<file path="config.mk">
export PLATFORM = sky130hd
export DESIGN_NAME = video_in_dma
export DESIGN_NICKNAME = d
export VERILOG_FILES = /design/src/source/video_dma_pkg.sv /design/src/source/video_in_dma.sv /design/src/source/stream_to_memory.sv /design/src/source/frame_address_gen.sv /design/src/source/dma_control_regs.sv
export SDC_FILE = /design/constraint.sdc
export NUM_CORES = 1
export LEC_CHECK = 0
export BUFFER_PORTS_ARGS = -buffer_cell sky130_fd_sc_hd__buf_2
export CORE_ASPECT_RATIO = 1.1
export CORE_UTILIZATION = 38
export CTS_CLUSTER_DIAMETER = 30
export DETAILED_ROUTE_END_ITERATION = 12
export PLACE_DENSITY_LB_ADDON = 0.08
export REMOVE_ABC_BUFFERS = 1
export SETUP_SLACK_MARGIN = 0.2
export SLEW_MARGIN = 15
export SYNTH_ARGS = -nofsm -noshare
export SYNTH_HDL_FRONTEND = slang
export SYNTH_HIERARCHICAL = 1
export SYNTH_SLANG_ARGS = --single-unit
export TNS_END_PERCENT = 20
</file>
<file path="constraint.sdc">
create_clock -name clk -period 6.39 [get_ports clk]
set_input_delay 0.3195 -clock clk [delete_from_list [all_inputs] [get_ports clk]]
set_output_delay 0.3195 -clock clk [all_outputs]
set_load 0.03 [all_outputs]
</file>
<file path="src/source/video_dma_pkg.sv">
`default_nettype none

package video_dma_pkg;

	// Frame geometry, one byte per pixel
	localparam int FRAME_WIDTH = 8;
	localparam int FRAME_HEIGHT = 4;

	// Address field widths for column and row
	localparam int COL_BITS = 3;
	localparam int ROW_BITS = 2;

	// Payload and bus widths
	typedef logic [7:0] pixel_t;
	typedef logic [31:0] wb_addr_t;
	typedef logic [31:0] wb_data_t;
	typedef logic [3:0] wb_sel_t;
	typedef logic [1:0] reg_index_t;

	// Pixel position inside the frame
	typedef logic [COL_BITS-1:0] col_t;
	typedef logic [ROW_BITS-1:0] row_t;

	// Buffer start addresses after reset
	localparam wb_addr_t DEFAULT_FRONT_ADDR = 32'h0000_1000;
	localparam wb_addr_t DEFAULT_BACK_ADDR = 32'h0000_2000;

	// Register map, word indices on the slave port
	localparam reg_index_t REG_FRONT = 2'd0;
	localparam reg_index_t REG_BACK = 2'd1;
	localparam reg_index_t REG_RESOLUTION = 2'd2;
	localparam reg_index_t REG_STATUS = 2'd3;

	// Status word bit positions
	localparam int STATUS_SWAP_BIT = 0;
	localparam int STATUS_ENABLE_BIT = 2;

	// Write engine states
	typedef enum logic {ST_IDLE, ST_WRITE} dma_state_t;

endpackage

`default_nettype wire
</file>
<file path="src/source/video_in_dma.sv">
`timescale 1ns/1ns
`default_nettype none

module video_in_dma (
	input logic clk,
	input logic reset,
	// Pixel stream in
	input video_dma_pkg::pixel_t stream_data,
	input logic stream_sop,
	input logic stream_eop,
	input logic stream_valid,
	output logic stream_ready,
	// Register slave
	input logic slave_cyc,
	input logic slave_stb,
	input logic slave_we,
	input video_dma_pkg::reg_index_t slave_adr,
	input video_dma_pkg::wb_sel_t slave_sel,
	input video_dma_pkg::wb_data_t slave_dat_w,
	output video_dma_pkg::wb_data_t slave_dat_r,
	output logic slave_ack,
	// Memory write master
	output logic master_cyc,
	output logic master_stb,
	output logic master_we,
	output video_dma_pkg::wb_addr_t master_adr,
	output video_dma_pkg::wb_sel_t master_sel,
	output video_dma_pkg::wb_data_t master_dat_w,
	input logic master_ack
);

	// Between registers and datapath
	video_dma_pkg::wb_addr_t front_addr;
	logic dma_enable;
	logic frame_done;
	// Address counter control
	logic addr_clear;
	logic addr_step;
	video_dma_pkg::wb_addr_t pixel_addr;

	dma_control_regs u_regs (
		.clk(clk),
		.reset(reset),
		.slave_cyc(slave_cyc),
		.slave_stb(slave_stb),
		.slave_we(slave_we),
		.slave_adr(slave_adr),
		.slave_sel(slave_sel),
		.slave_dat_w(slave_dat_w),
		.frame_done(frame_done),
		.slave_dat_r(slave_dat_r),
		.slave_ack(slave_ack),
		.front_addr(front_addr),
		.dma_enable(dma_enable)
	);

	frame_address_gen u_addr (
		.clk(clk),
		.reset(reset),
		.addr_clear(addr_clear),
		.addr_step(addr_step),
		.front_addr(front_addr),
		.pixel_addr(pixel_addr)
	);

	stream_to_memory u_writer (
		.clk(clk),
		.reset(reset),
		.stream_data(stream_data),
		.stream_sop(stream_sop),
		.stream_eop(stream_eop),
		.stream_valid(stream_valid),
		.master_ack(master_ack),
		.pixel_addr(pixel_addr),
		.dma_enable(dma_enable),
		.stream_ready(stream_ready),
		.master_cyc(master_cyc),
		.master_stb(master_stb),
		.master_we(master_we),
		.master_adr(master_adr),
		.master_sel(master_sel),
		.master_dat_w(master_dat_w),
		.frame_done(frame_done),
		.addr_clear(addr_clear),
		.addr_step(addr_step)
	);

endmodule

`default_nettype wire

</file>
<file path="src/source/stream_to_memory.sv">
`timescale 1ns/1ns
`default_nettype none

module stream_to_memory (
	input logic clk,
	input logic reset,
	input video_dma_pkg::pixel_t stream_data,
	input logic stream_sop,
	input logic stream_eop,
	input logic stream_valid,
	input logic master_ack,
	input video_dma_pkg::wb_addr_t pixel_addr,
	input logic dma_enable,
	output logic stream_ready,
	output logic master_cyc,
	output logic master_stb,
	output logic master_we,
	output video_dma_pkg::wb_addr_t master_adr,
	output video_dma_pkg::wb_sel_t master_sel,
	output video_dma_pkg::wb_data_t master_dat_w,
	output logic frame_done,
	output logic addr_clear,
	output logic addr_step
);

	video_dma_pkg::dma_state_t state;
	// Pixel held for the bus write
	video_dma_pkg::pixel_t pixel_reg;
	video_dma_pkg::wb_addr_t addr_reg;
	logic eop_reg;
	// Between sop and eop
	logic in_frame;
	// Stream handshake
	logic accept;
	// Handshake that leads to a memory write
	logic capture;
	// Write acknowledged by memory
	logic write_done;

	// Ready only while no write is outstanding
	assign stream_ready = (state == video_dma_pkg::ST_IDLE);
	assign accept = stream_valid & stream_ready;

	// Outside a frame or disabled, the pixel is dropped
	assign capture = accept & dma_enable & (in_frame | stream_sop);
	assign addr_clear = accept & dma_enable & stream_sop;

	assign write_done = (state == video_dma_pkg::ST_WRITE) & master_ack;
	assign addr_step = write_done;
	// Pulse on the ack of the last pixel
	assign frame_done = write_done & eop_reg;

	// Write FSM
	always_ff @(posedge clk)
	begin
		if (reset)
			state <= video_dma_pkg::ST_IDLE;
		else
		begin
			case (state)
				video_dma_pkg::ST_IDLE:
					if (capture)
						state <= video_dma_pkg::ST_WRITE;
				// Stay here as long as memory stalls
				video_dma_pkg::ST_WRITE:
					if (master_ack)
						state <= video_dma_pkg::ST_IDLE;
				default: state <= video_dma_pkg::ST_IDLE;
			endcase
		end
	end

	// Frame tracking, disable drops the current frame
	always_ff @(posedge clk)
	begin
		if (reset)
			in_frame <= 1'b0;
		else if (!dma_enable)
			in_frame <= 1'b0;
		else if (capture)
			in_frame <= ~stream_eop;
	end

	// Latch pixel, address and eop at the handshake
	always_ff @(posedge clk)
	begin
		if (capture)
		begin
			pixel_reg <= stream_data;
			addr_reg <= pixel_addr;
			eop_reg <= stream_eop;
		end
	end

	// Classic write cycle, held until ack
	assign master_cyc = (state == video_dma_pkg::ST_WRITE);
	assign master_stb = master_cyc;
	assign master_we = master_cyc;
	assign master_adr = addr_reg;
	// One byte lane, from the low address bits
	assign master_sel = video_dma_pkg::wb_sel_t'(1) << addr_reg[1:0];
	// Pixel copied to every lane
	assign master_dat_w = {4{pixel_reg}};

endmodule

`default_nettype wire

</file>
<file path="src/source/frame_address_gen.sv">
`timescale 1ns/1ns
`default_nettype none

module frame_address_gen (
	input logic clk,
	input logic reset,
	input logic addr_clear,
	input logic addr_step,
	input video_dma_pkg::wb_addr_t front_addr,
	output video_dma_pkg::wb_addr_t pixel_addr
);

	// Position of the next pixel in the frame
	video_dma_pkg::col_t col;
	video_dma_pkg::row_t row;
	// Offset from buffer start, row above column
	video_dma_pkg::wb_addr_t offset;

	// Column wraps at end of line, then row moves on
	always_ff @(posedge clk)
	begin
		if (reset)
		begin
			col <= '0;
			row <= '0;
		end
		else if (addr_clear)
		begin
			// Clear wins over step
			col <= '0;
			row <= '0;
		end
		else if (addr_step)
		begin
			if (col == video_dma_pkg::col_t'(video_dma_pkg::FRAME_WIDTH - 1))
			begin
				col <= '0;
				row <= row + 1'b1;
			end
			else
				col <= col + 1'b1;
		end
	end

	// Start of frame pixel sees offset zero in its own cycle
	assign offset = addr_clear ? '0 : video_dma_pkg::wb_addr_t'({row, col});
	assign pixel_addr = front_addr + offset;

endmodule

`default_nettype wire

</file>
<file path="src/source/dma_control_regs.sv">
`timescale 1ns/1ns
`default_nettype none

module dma_control_regs (
	input logic clk,
	input logic reset,
	input logic slave_cyc,
	input logic slave_stb,
	input logic slave_we,
	input video_dma_pkg::reg_index_t slave_adr,
	input video_dma_pkg::wb_sel_t slave_sel,
	input video_dma_pkg::wb_data_t slave_dat_w,
	input logic frame_done,
	output video_dma_pkg::wb_data_t slave_dat_r,
	output logic slave_ack,
	output video_dma_pkg::wb_addr_t front_addr,
	output logic dma_enable
);

	// Buffer written next after a swap
	video_dma_pkg::wb_addr_t back_addr;
	// Front write seen, waiting for end of frame
	logic swap_pending;
	// First cycle of a bus access, ack not yet given
	logic access;
	logic wr_access;
	// Composed read-back words
	video_dma_pkg::wb_data_t status_word;
	video_dma_pkg::wb_data_t status_merged;
	video_dma_pkg::wb_data_t resolution_word;

	// Replace only the byte lanes picked by sel
	function automatic video_dma_pkg::wb_data_t merge_bytes(
		input video_dma_pkg::wb_data_t old_word,
		input video_dma_pkg::wb_data_t new_word,
		input video_dma_pkg::wb_sel_t sel
	);
		video_dma_pkg::wb_data_t result;
		int i;
		result = old_word;
		for (i = 0; i < 4; i++)
		begin
			if (sel[i])
				result[8*i +: 8] = new_word[8*i +: 8];
		end
		return result;
	endfunction

	// Access starts while cyc and stb high and no ack out yet
	assign access = slave_cyc & slave_stb & ~slave_ack;
	assign wr_access = access & slave_we;

	// Status word, swap flag and enable only
	always_comb
	begin
		status_word = '0;
		status_word[video_dma_pkg::STATUS_SWAP_BIT] = swap_pending;
		status_word[video_dma_pkg::STATUS_ENABLE_BIT] = dma_enable;
	end

	// Enable bit after byte-select merge
	assign status_merged = merge_bytes(status_word, slave_dat_w, slave_sel);

	// Height high half, width low half
	assign resolution_word = {16'(video_dma_pkg::FRAME_HEIGHT),
		16'(video_dma_pkg::FRAME_WIDTH)};

	// One-cycle ack, one cycle after the request
	always_ff @(posedge clk)
	begin
		if (reset)
			slave_ack <= 1'b0;
		else
			slave_ack <= access;
	end

	// Registered read data, lines up with ack
	always_ff @(posedge clk)
	begin
		if (access)
		begin
			case (slave_adr)
				video_dma_pkg::REG_FRONT: slave_dat_r <= front_addr;
				video_dma_pkg::REG_BACK: slave_dat_r <= back_addr;
				video_dma_pkg::REG_RESOLUTION: slave_dat_r <= resolution_word;
				default: slave_dat_r <= status_word;
			endcase
		end
	end

	// Buffers, swap request and enable
	always_ff @(posedge clk)
	begin
		if (reset)
		begin
			front_addr <= video_dma_pkg::DEFAULT_FRONT_ADDR;
			back_addr <= video_dma_pkg::DEFAULT_BACK_ADDR;
			swap_pending <= 1'b0;
			dma_enable <= 1'b0;
		end
		else
		begin
			// Exchange only at a frame boundary
			if (frame_done && swap_pending)
			begin
				front_addr <= back_addr;
				back_addr <= front_addr;
				swap_pending <= 1'b0;
			end
			// Bus write comes last, a new request survives a same-cycle swap
			if (wr_access)
			begin
				case (slave_adr)
					// Front write only asks for the swap
					video_dma_pkg::REG_FRONT: swap_pending <= 1'b1;
					video_dma_pkg::REG_BACK:
						back_addr <= merge_bytes(back_addr, slave_dat_w, slave_sel);
					video_dma_pkg::REG_STATUS:
						dma_enable <= status_merged[video_dma_pkg::STATUS_ENABLE_BIT];
					// Resolution is read-only
					default: ;
				endcase
			end
		end
	end

endmodule

`default_nettype wire

</file>
# Word level (Yosys, flattened, before mapping)
# Index checks and enable logic that the tools add are counted.
dict set report op_classes {
  n_mul 0
  n_reduce_logical 6
  mux 16
  n_addsub 3
  shifts 1
  order_cmp 0
  bitwise_logic 14
  div_mod_pow 0
  eq_ne 8
}
# operator count
set op_table {}
lappend op_table {{$mux W32} 3}
lappend op_table {{$pmux W32 S3} 1}
lappend op_table {{$add A32 B32 Y32} 1}
lappend op_table {{$mux W8} 4}
lappend op_table {{$ne A3 B3 Y1 const B} 4}
lappend op_table {{$and A1 B1 Y1} 9}
lappend op_table {{$mux W1} 5}
lappend op_table {{$mux W5} 1}
lappend op_table {{$eq A2 B2 Y1 const B} 2}
lappend op_table {{$not A1 Y1} 4}
lappend op_table {{$reduce_or A2 Y1} 2}
lappend op_table {{$shl A1 B2 Y4 const A} 1}
lappend op_table {{$add A3 B1 Y3 const B} 1}
lappend op_table {{$eq A3 B3 Y1 const B} 1}
lappend op_table {{$mux W3} 1}
lappend op_table {{$reduce_and A3 Y1} 1}
lappend op_table {{$add A2 B1 Y2 const B} 1}
lappend op_table {{$eq A2 B1 Y1 const B} 1}
lappend op_table {{$logic_not A2 Y1} 1}
lappend op_table {{$pmux W1 S2} 1}
lappend op_table {{$reduce_and A2 Y1} 1}
lappend op_table {{$logic_and A1 B1 Y1} 1}
lappend op_table {{$or A1 B1 Y1} 1}
dict set report word_totals {
  reg_bits 147
  ramBits 0
  output_inout_bits 105
  input_bits 55
  mem_bits_ro 0
  elab_cells 64
  mem_count 0
  latchBits 0
}

# Depth between registers and ports, before layout
dict set report depth {
  ltp_word 6
  mapped_depth 10
}

# Hierarchy
# Netlist, hierarchy kept.
# module seq_area_each_um2 area_per_inst_um2 n_inst cells_per_inst
set by_module_without_submodules {}
lappend by_module_without_submodules {dma_control_regs 2302.2 4551.9 1 482}
lappend by_module_without_submodules {stream_to_memory 1271.2 1575.3 1 87}
lappend by_module_without_submodules {frame_address_gen 100.1 1041.0 1 132}

# Least setup slack after synthesis
# OpenSTA, ideal clock, no wires.
dict set report synth_timing {
  kind {reg-to-reg}
  start {register u_writer.state, in the netlist u_writer/master_cyc}
  end {register u_writer.eop_reg (enable)}
  arrival_time_ns 2.433
  period_less_slack_ns 2.873
  stages_incl_launch_ff 3
  path_buffers 0
  setup_time_ns 0.440
  required_time_ns 5.950
  setup_slack_ns 3.517
  path_cell_list {dfxtp_1 -> nand3b_1 -> nor2_1}
}
dict set report synth_between {
  elab_chain_len 4
}
# item line
set synth_lines {}
lappend synth_lines {{start, declared} stream_to_memory.sv:26} ;# video_dma_pkg::dma_state_t state;
lappend synth_lines {{start signal, assigned} stream_to_memory.sv:57} ;# state <= video_dma_pkg::ST_IDLE;
lappend synth_lines {{start signal, assigned} stream_to_memory.sv:63} ;# state <= video_dma_pkg::ST_WRITE;
lappend synth_lines {{start signal, assigned} stream_to_memory.sv:67} ;# state <= video_dma_pkg::ST_IDLE;
lappend synth_lines {{$not A1 Y1} stream_to_memory.sv:41} ;# assign stream_ready = (state == video_dma_pkg::ST_IDLE);
lappend synth_lines {{$and A1 B1 Y1} stream_to_memory.sv:42} ;# assign accept = stream_valid & stream_ready;
lappend synth_lines {{$and A1 B1 Y1 (2 in series)} stream_to_memory.sv:45} ;# assign capture = accept & dma_enable & (in_frame | stream_sop);
lappend synth_lines {{net u_writer.capture} stream_to_memory.sv:36} ;# logic capture;
lappend synth_lines {{end signal, assigned} stream_to_memory.sv:91} ;# eop_reg <= stream_eop;
lappend synth_lines {{end, declared} stream_to_memory.sv:30} ;# logic eop_reg;
# The timed path passes the listed nets, and every way through them passes these cells.
# A chain may end at the register's enable or synchronous reset.

# Worst setup path after layout
dict set report layout_timing {
  start {register u_writer.state, in the netlist u_writer/master_cyc}
  end {register u_writer.addr_reg[13], in the netlist u_writer/master_adr[13], data pin}
}
dict set report layout_between {
  elab_chain_len 6
}
# item line
set layout_lines {}
lappend layout_lines {{$not A1 Y1} stream_to_memory.sv:41}
lappend layout_lines {{$and A1 B1 Y1} stream_to_memory.sv:42}
lappend layout_lines {{$and A1 B1 Y1 (2 in series)} stream_to_memory.sv:46} ;# assign addr_clear = accept & dma_enable & stream_sop;
lappend layout_lines {{net addr_clear} video_in_dma.sv:37} ;# logic addr_clear;
lappend layout_lines {{$mux W5} frame_address_gen.sv:46} ;# assign offset = addr_clear ? '0 : video_dma_pkg::wb_addr_t'({row, col});
lappend layout_lines {{$add A32 B32 Y32} frame_address_gen.sv:47} ;# assign pixel_addr = front_addr + offset;
lappend layout_lines {{net pixel_addr[13]} video_in_dma.sv:39} ;# video_dma_pkg::wb_addr_t pixel_addr;
lappend layout_lines {{end signal, assigned} stream_to_memory.sv:90} ;# addr_reg <= pixel_addr;
lappend layout_lines {{end, declared} stream_to_memory.sv:29} ;# video_dma_pkg::wb_addr_t addr_reg;
# The timed path passes the listed nets, and every way through them passes these cells.

==> out/qor.yml <==
die:
  row_count: 52
  core_area_um2: 18400
  design.die.area_um2: 19400
  initial_utilization_pct: 38.9
  die_h_um: 146
  num_io_pins: 160
  die_w_um: 133
synthesis:
  syn_avg_cell_area_um2: 10.2
  ys_ff_latch: 147
  synth_area_leaders: "edfxtp_1 31%, dfxtp_1 21%, nand2_1 7.3%"
  synth_top_area_cell: "edfxtp_1"
  async_flop_share_pct: 0
  synth-edff-count: 73
  yosysSeqAreaShare_pct: 51.2
  syn_area_um2: 7170
  syn_inst: 701
  synth_ff_type: "dfxtp_1"
  synth_top_area_share_pct: 30.6
  yosysUniqueCellTypes: 55
  yosysWarnings: 6
setup_path:
  critical_path.max_fanout: 14
  crit_chain: "nor2b_1, and3_1, nor2b_1, ha_1, nand2_1, nor3b_2, o21ai_0, xnor2_1"
  start_kind: "register"
  max_stage_delay_ns: 0.85
  end_kind: "register"
  crit_arrival_ns: 3.22
  required_ns: 6.56
  slowest_stage: "nor3b_2"
  cp_common_cell: "nor2b_1"
  criticalPathCategory: "reg -> reg"
place:
  io_buffers: 159
  gp_congestion: 0.778
  post-dp-hpwl_um: 12100
  place_inst: 1037
power_and_ir_drop:
  pwr_density_cell_nw_per_um2: 256
  peakVddDrop_mv: 0.185
  p_leak_nw: 3.25
finish:
  fillers: 1781
  mostFrequentLayoutCell: "buf_2"
  multi_input_area_um2: 3010
  layout.cells.non_filler: 1069
  syn_to_final_growth_pct: 18.5
  antenna_cells: 0
  layout.area.seq_um2: 3670
  nets: 876
  final_cell_mix: "159 x buf_2, 139 x nand2_1, 74 x dfxtp_1"
  drive_gt1_share_pct: 25.7
outcome:
  status: "complete, no violations"
clock_tree:
  postCtsSetupBuffers: 0
  root_buffer: "clkbuf_16"
  clk_pin_slew_ns: 0.06
  clkLatencyLatePin_ns: 0.43
  hold_buffers: 0
  htreeDepth: 4
  tritoncts: "done"
  max-clock-path-buffers: 2
  cts-buffers-inserted: 17
  cts-resized-gates: 0
  cts_sinks: 147
drt:
  firstDrtPassIters: 5
  postRouteAntennaNets: 0
  num_vias: 5702
  post_drt_wl_per_cell_um: 17.8
  wirelength_um: 19000
  via_per_inst: 5.33
  drc_errors: 0
  first_iter_violations: 320
global_routing:
  use_met1_pct: 24.0
  global_route.usage.met3_pct: 3.58
  grt-ovfl-total: 0
  antenna_found_initial: 0
  use_met2_pct: 36.0
  top_usage_layer: "met2"
  grt_max_degree: 76
  grt_pass1_vias: 5558
  grt_util_all_layers_pct: 20.2
  grt_first_pass_wirelength_um: 30100
timing:
  clock_skew_ns: 0.00771
  tightest_slew_ns: 1.11
  finalCriticalPeriod_ns: 3.05
  slew_headroom_pct: 25.6
  finalSetupViolCount: 0
  hold_violations: 0
  post-route-period-util_pct: 47.7
  clock.fmax_ghz: 0.328
  fin_tns_setup_ns: 0
  drv_slew: 0
  rsz0062_at_grt: "no"
hold_path:
  hp-class: "in -> reg"
job:
  maxCapViolations: 0
==> Yosys cell counts (7+ instances only) <==
cell       number
nand2_1       139
dfxtp_1        74
edfxtp_1       73
nor2_1         40
a21oi_1        37
nor2b_1        37
mux2i_1        32
a2111oi_0      30
a311oi_1       29
buf_4          29
xnor2_1        25
clkbuf_1       18
nor3_1         11
buf_2          10
buf_6          10
inv_1          10
nand4_1         9
o211ai_1        8
ha_1            7
nand3_1         7
xor2_1          7
==> cell families after synthesis <==
family | count (synthesis) | share of synthesized area [%]
compound gates | 125 | 13.2
xor+xnor | 32 | 3.91
fa+ha+maj | 8 | 1.50
buf+inv | 81 | 6.98
flops | 147 | 51.2
mux | 32 | 4.47
simple gates | 276 | 18.7
==> final cells by class <==
class	instances	share of cell area (%)
clock buffer	24	6.04
clock inverter	8	1.41
inverter	10	0.442
multi-input combinational	473	35.5
sequential	147	43.3
tap	243	3.58
timing repair buffer	164	9.81
==> metal layers <==
metal / wire [um] / vias up / part of all wire [%]
met4: 341 / 0 / 1.8
li1: - / 2745 / -
met3: 950 / 24 / 5.0
met2: 9770 / 190 / 51
met5: 0 / - / 0
met1: 7910 / 2743 / 42
==> power breakdown <==
part	internal (mW)	switching, mW
Clock	0.677	0.388
Combinational	0.0325	0.0736
Sequential	0.998	0.00602
==> through the flow <==
step / util (%) / hold WS [ns] / worst slack (ns) / cell area (um^2) / power, mW
floorplan: - / 0.387 / 3.24 / 6710 / 1.07
global placement: 42.7 / 0.455 / 3.45 / 7860 / 1.13
detailed placement: 42.7 / 0.471 / 3.29 / 7860 / 1.13
CTS: 46.1 / 0.0501 / 3.32 / 8490 / 2.20
global route: 46.1 / 0.0560 / 3.02 / 8490 / 2.25
finish: 46.1 / 0.0658 / 3.34 / 8490 / 2.17
==> worst max-delay path, delay by kind of cell, from the launching register on <==
family / cells / cell delay, ns
adders and majority gates: 1 / 0.37
and+or+nand+nor: 5 / 1.64
xor gates and xnor gates: 1 / 0.17
AOI/OAI and AO/OA: 1 / 0.22
DFF: 1 / 0.38
==> final timing paths <==
kind / startpoint / endpoint / slack, ns / depth (start not counted)
hold / removal: stream_data[2] / u_writer/pixel_reg[2]$_DFFE_PP_ / 0.07 / 1
setup reg to reg: u_writer/master_cyc$_SDFF_PP0_ / u_writer/master_adr[13]$_DFFE_PP_ / 3.34 / 8
setup / recovery: u_writer/master_cyc$_SDFF_PP0_ / u_writer/master_adr[13]$_DFFE_PP_ / 3.34 / 8
hold reg to reg: u_regs/back_addr[18]$_SDFFE_PP0P_ / u_regs/front_addr[18]$_SDFFE_PP0P_ / 0.47 / 2
Note: power is estimated with default switching activity, not from simulation.
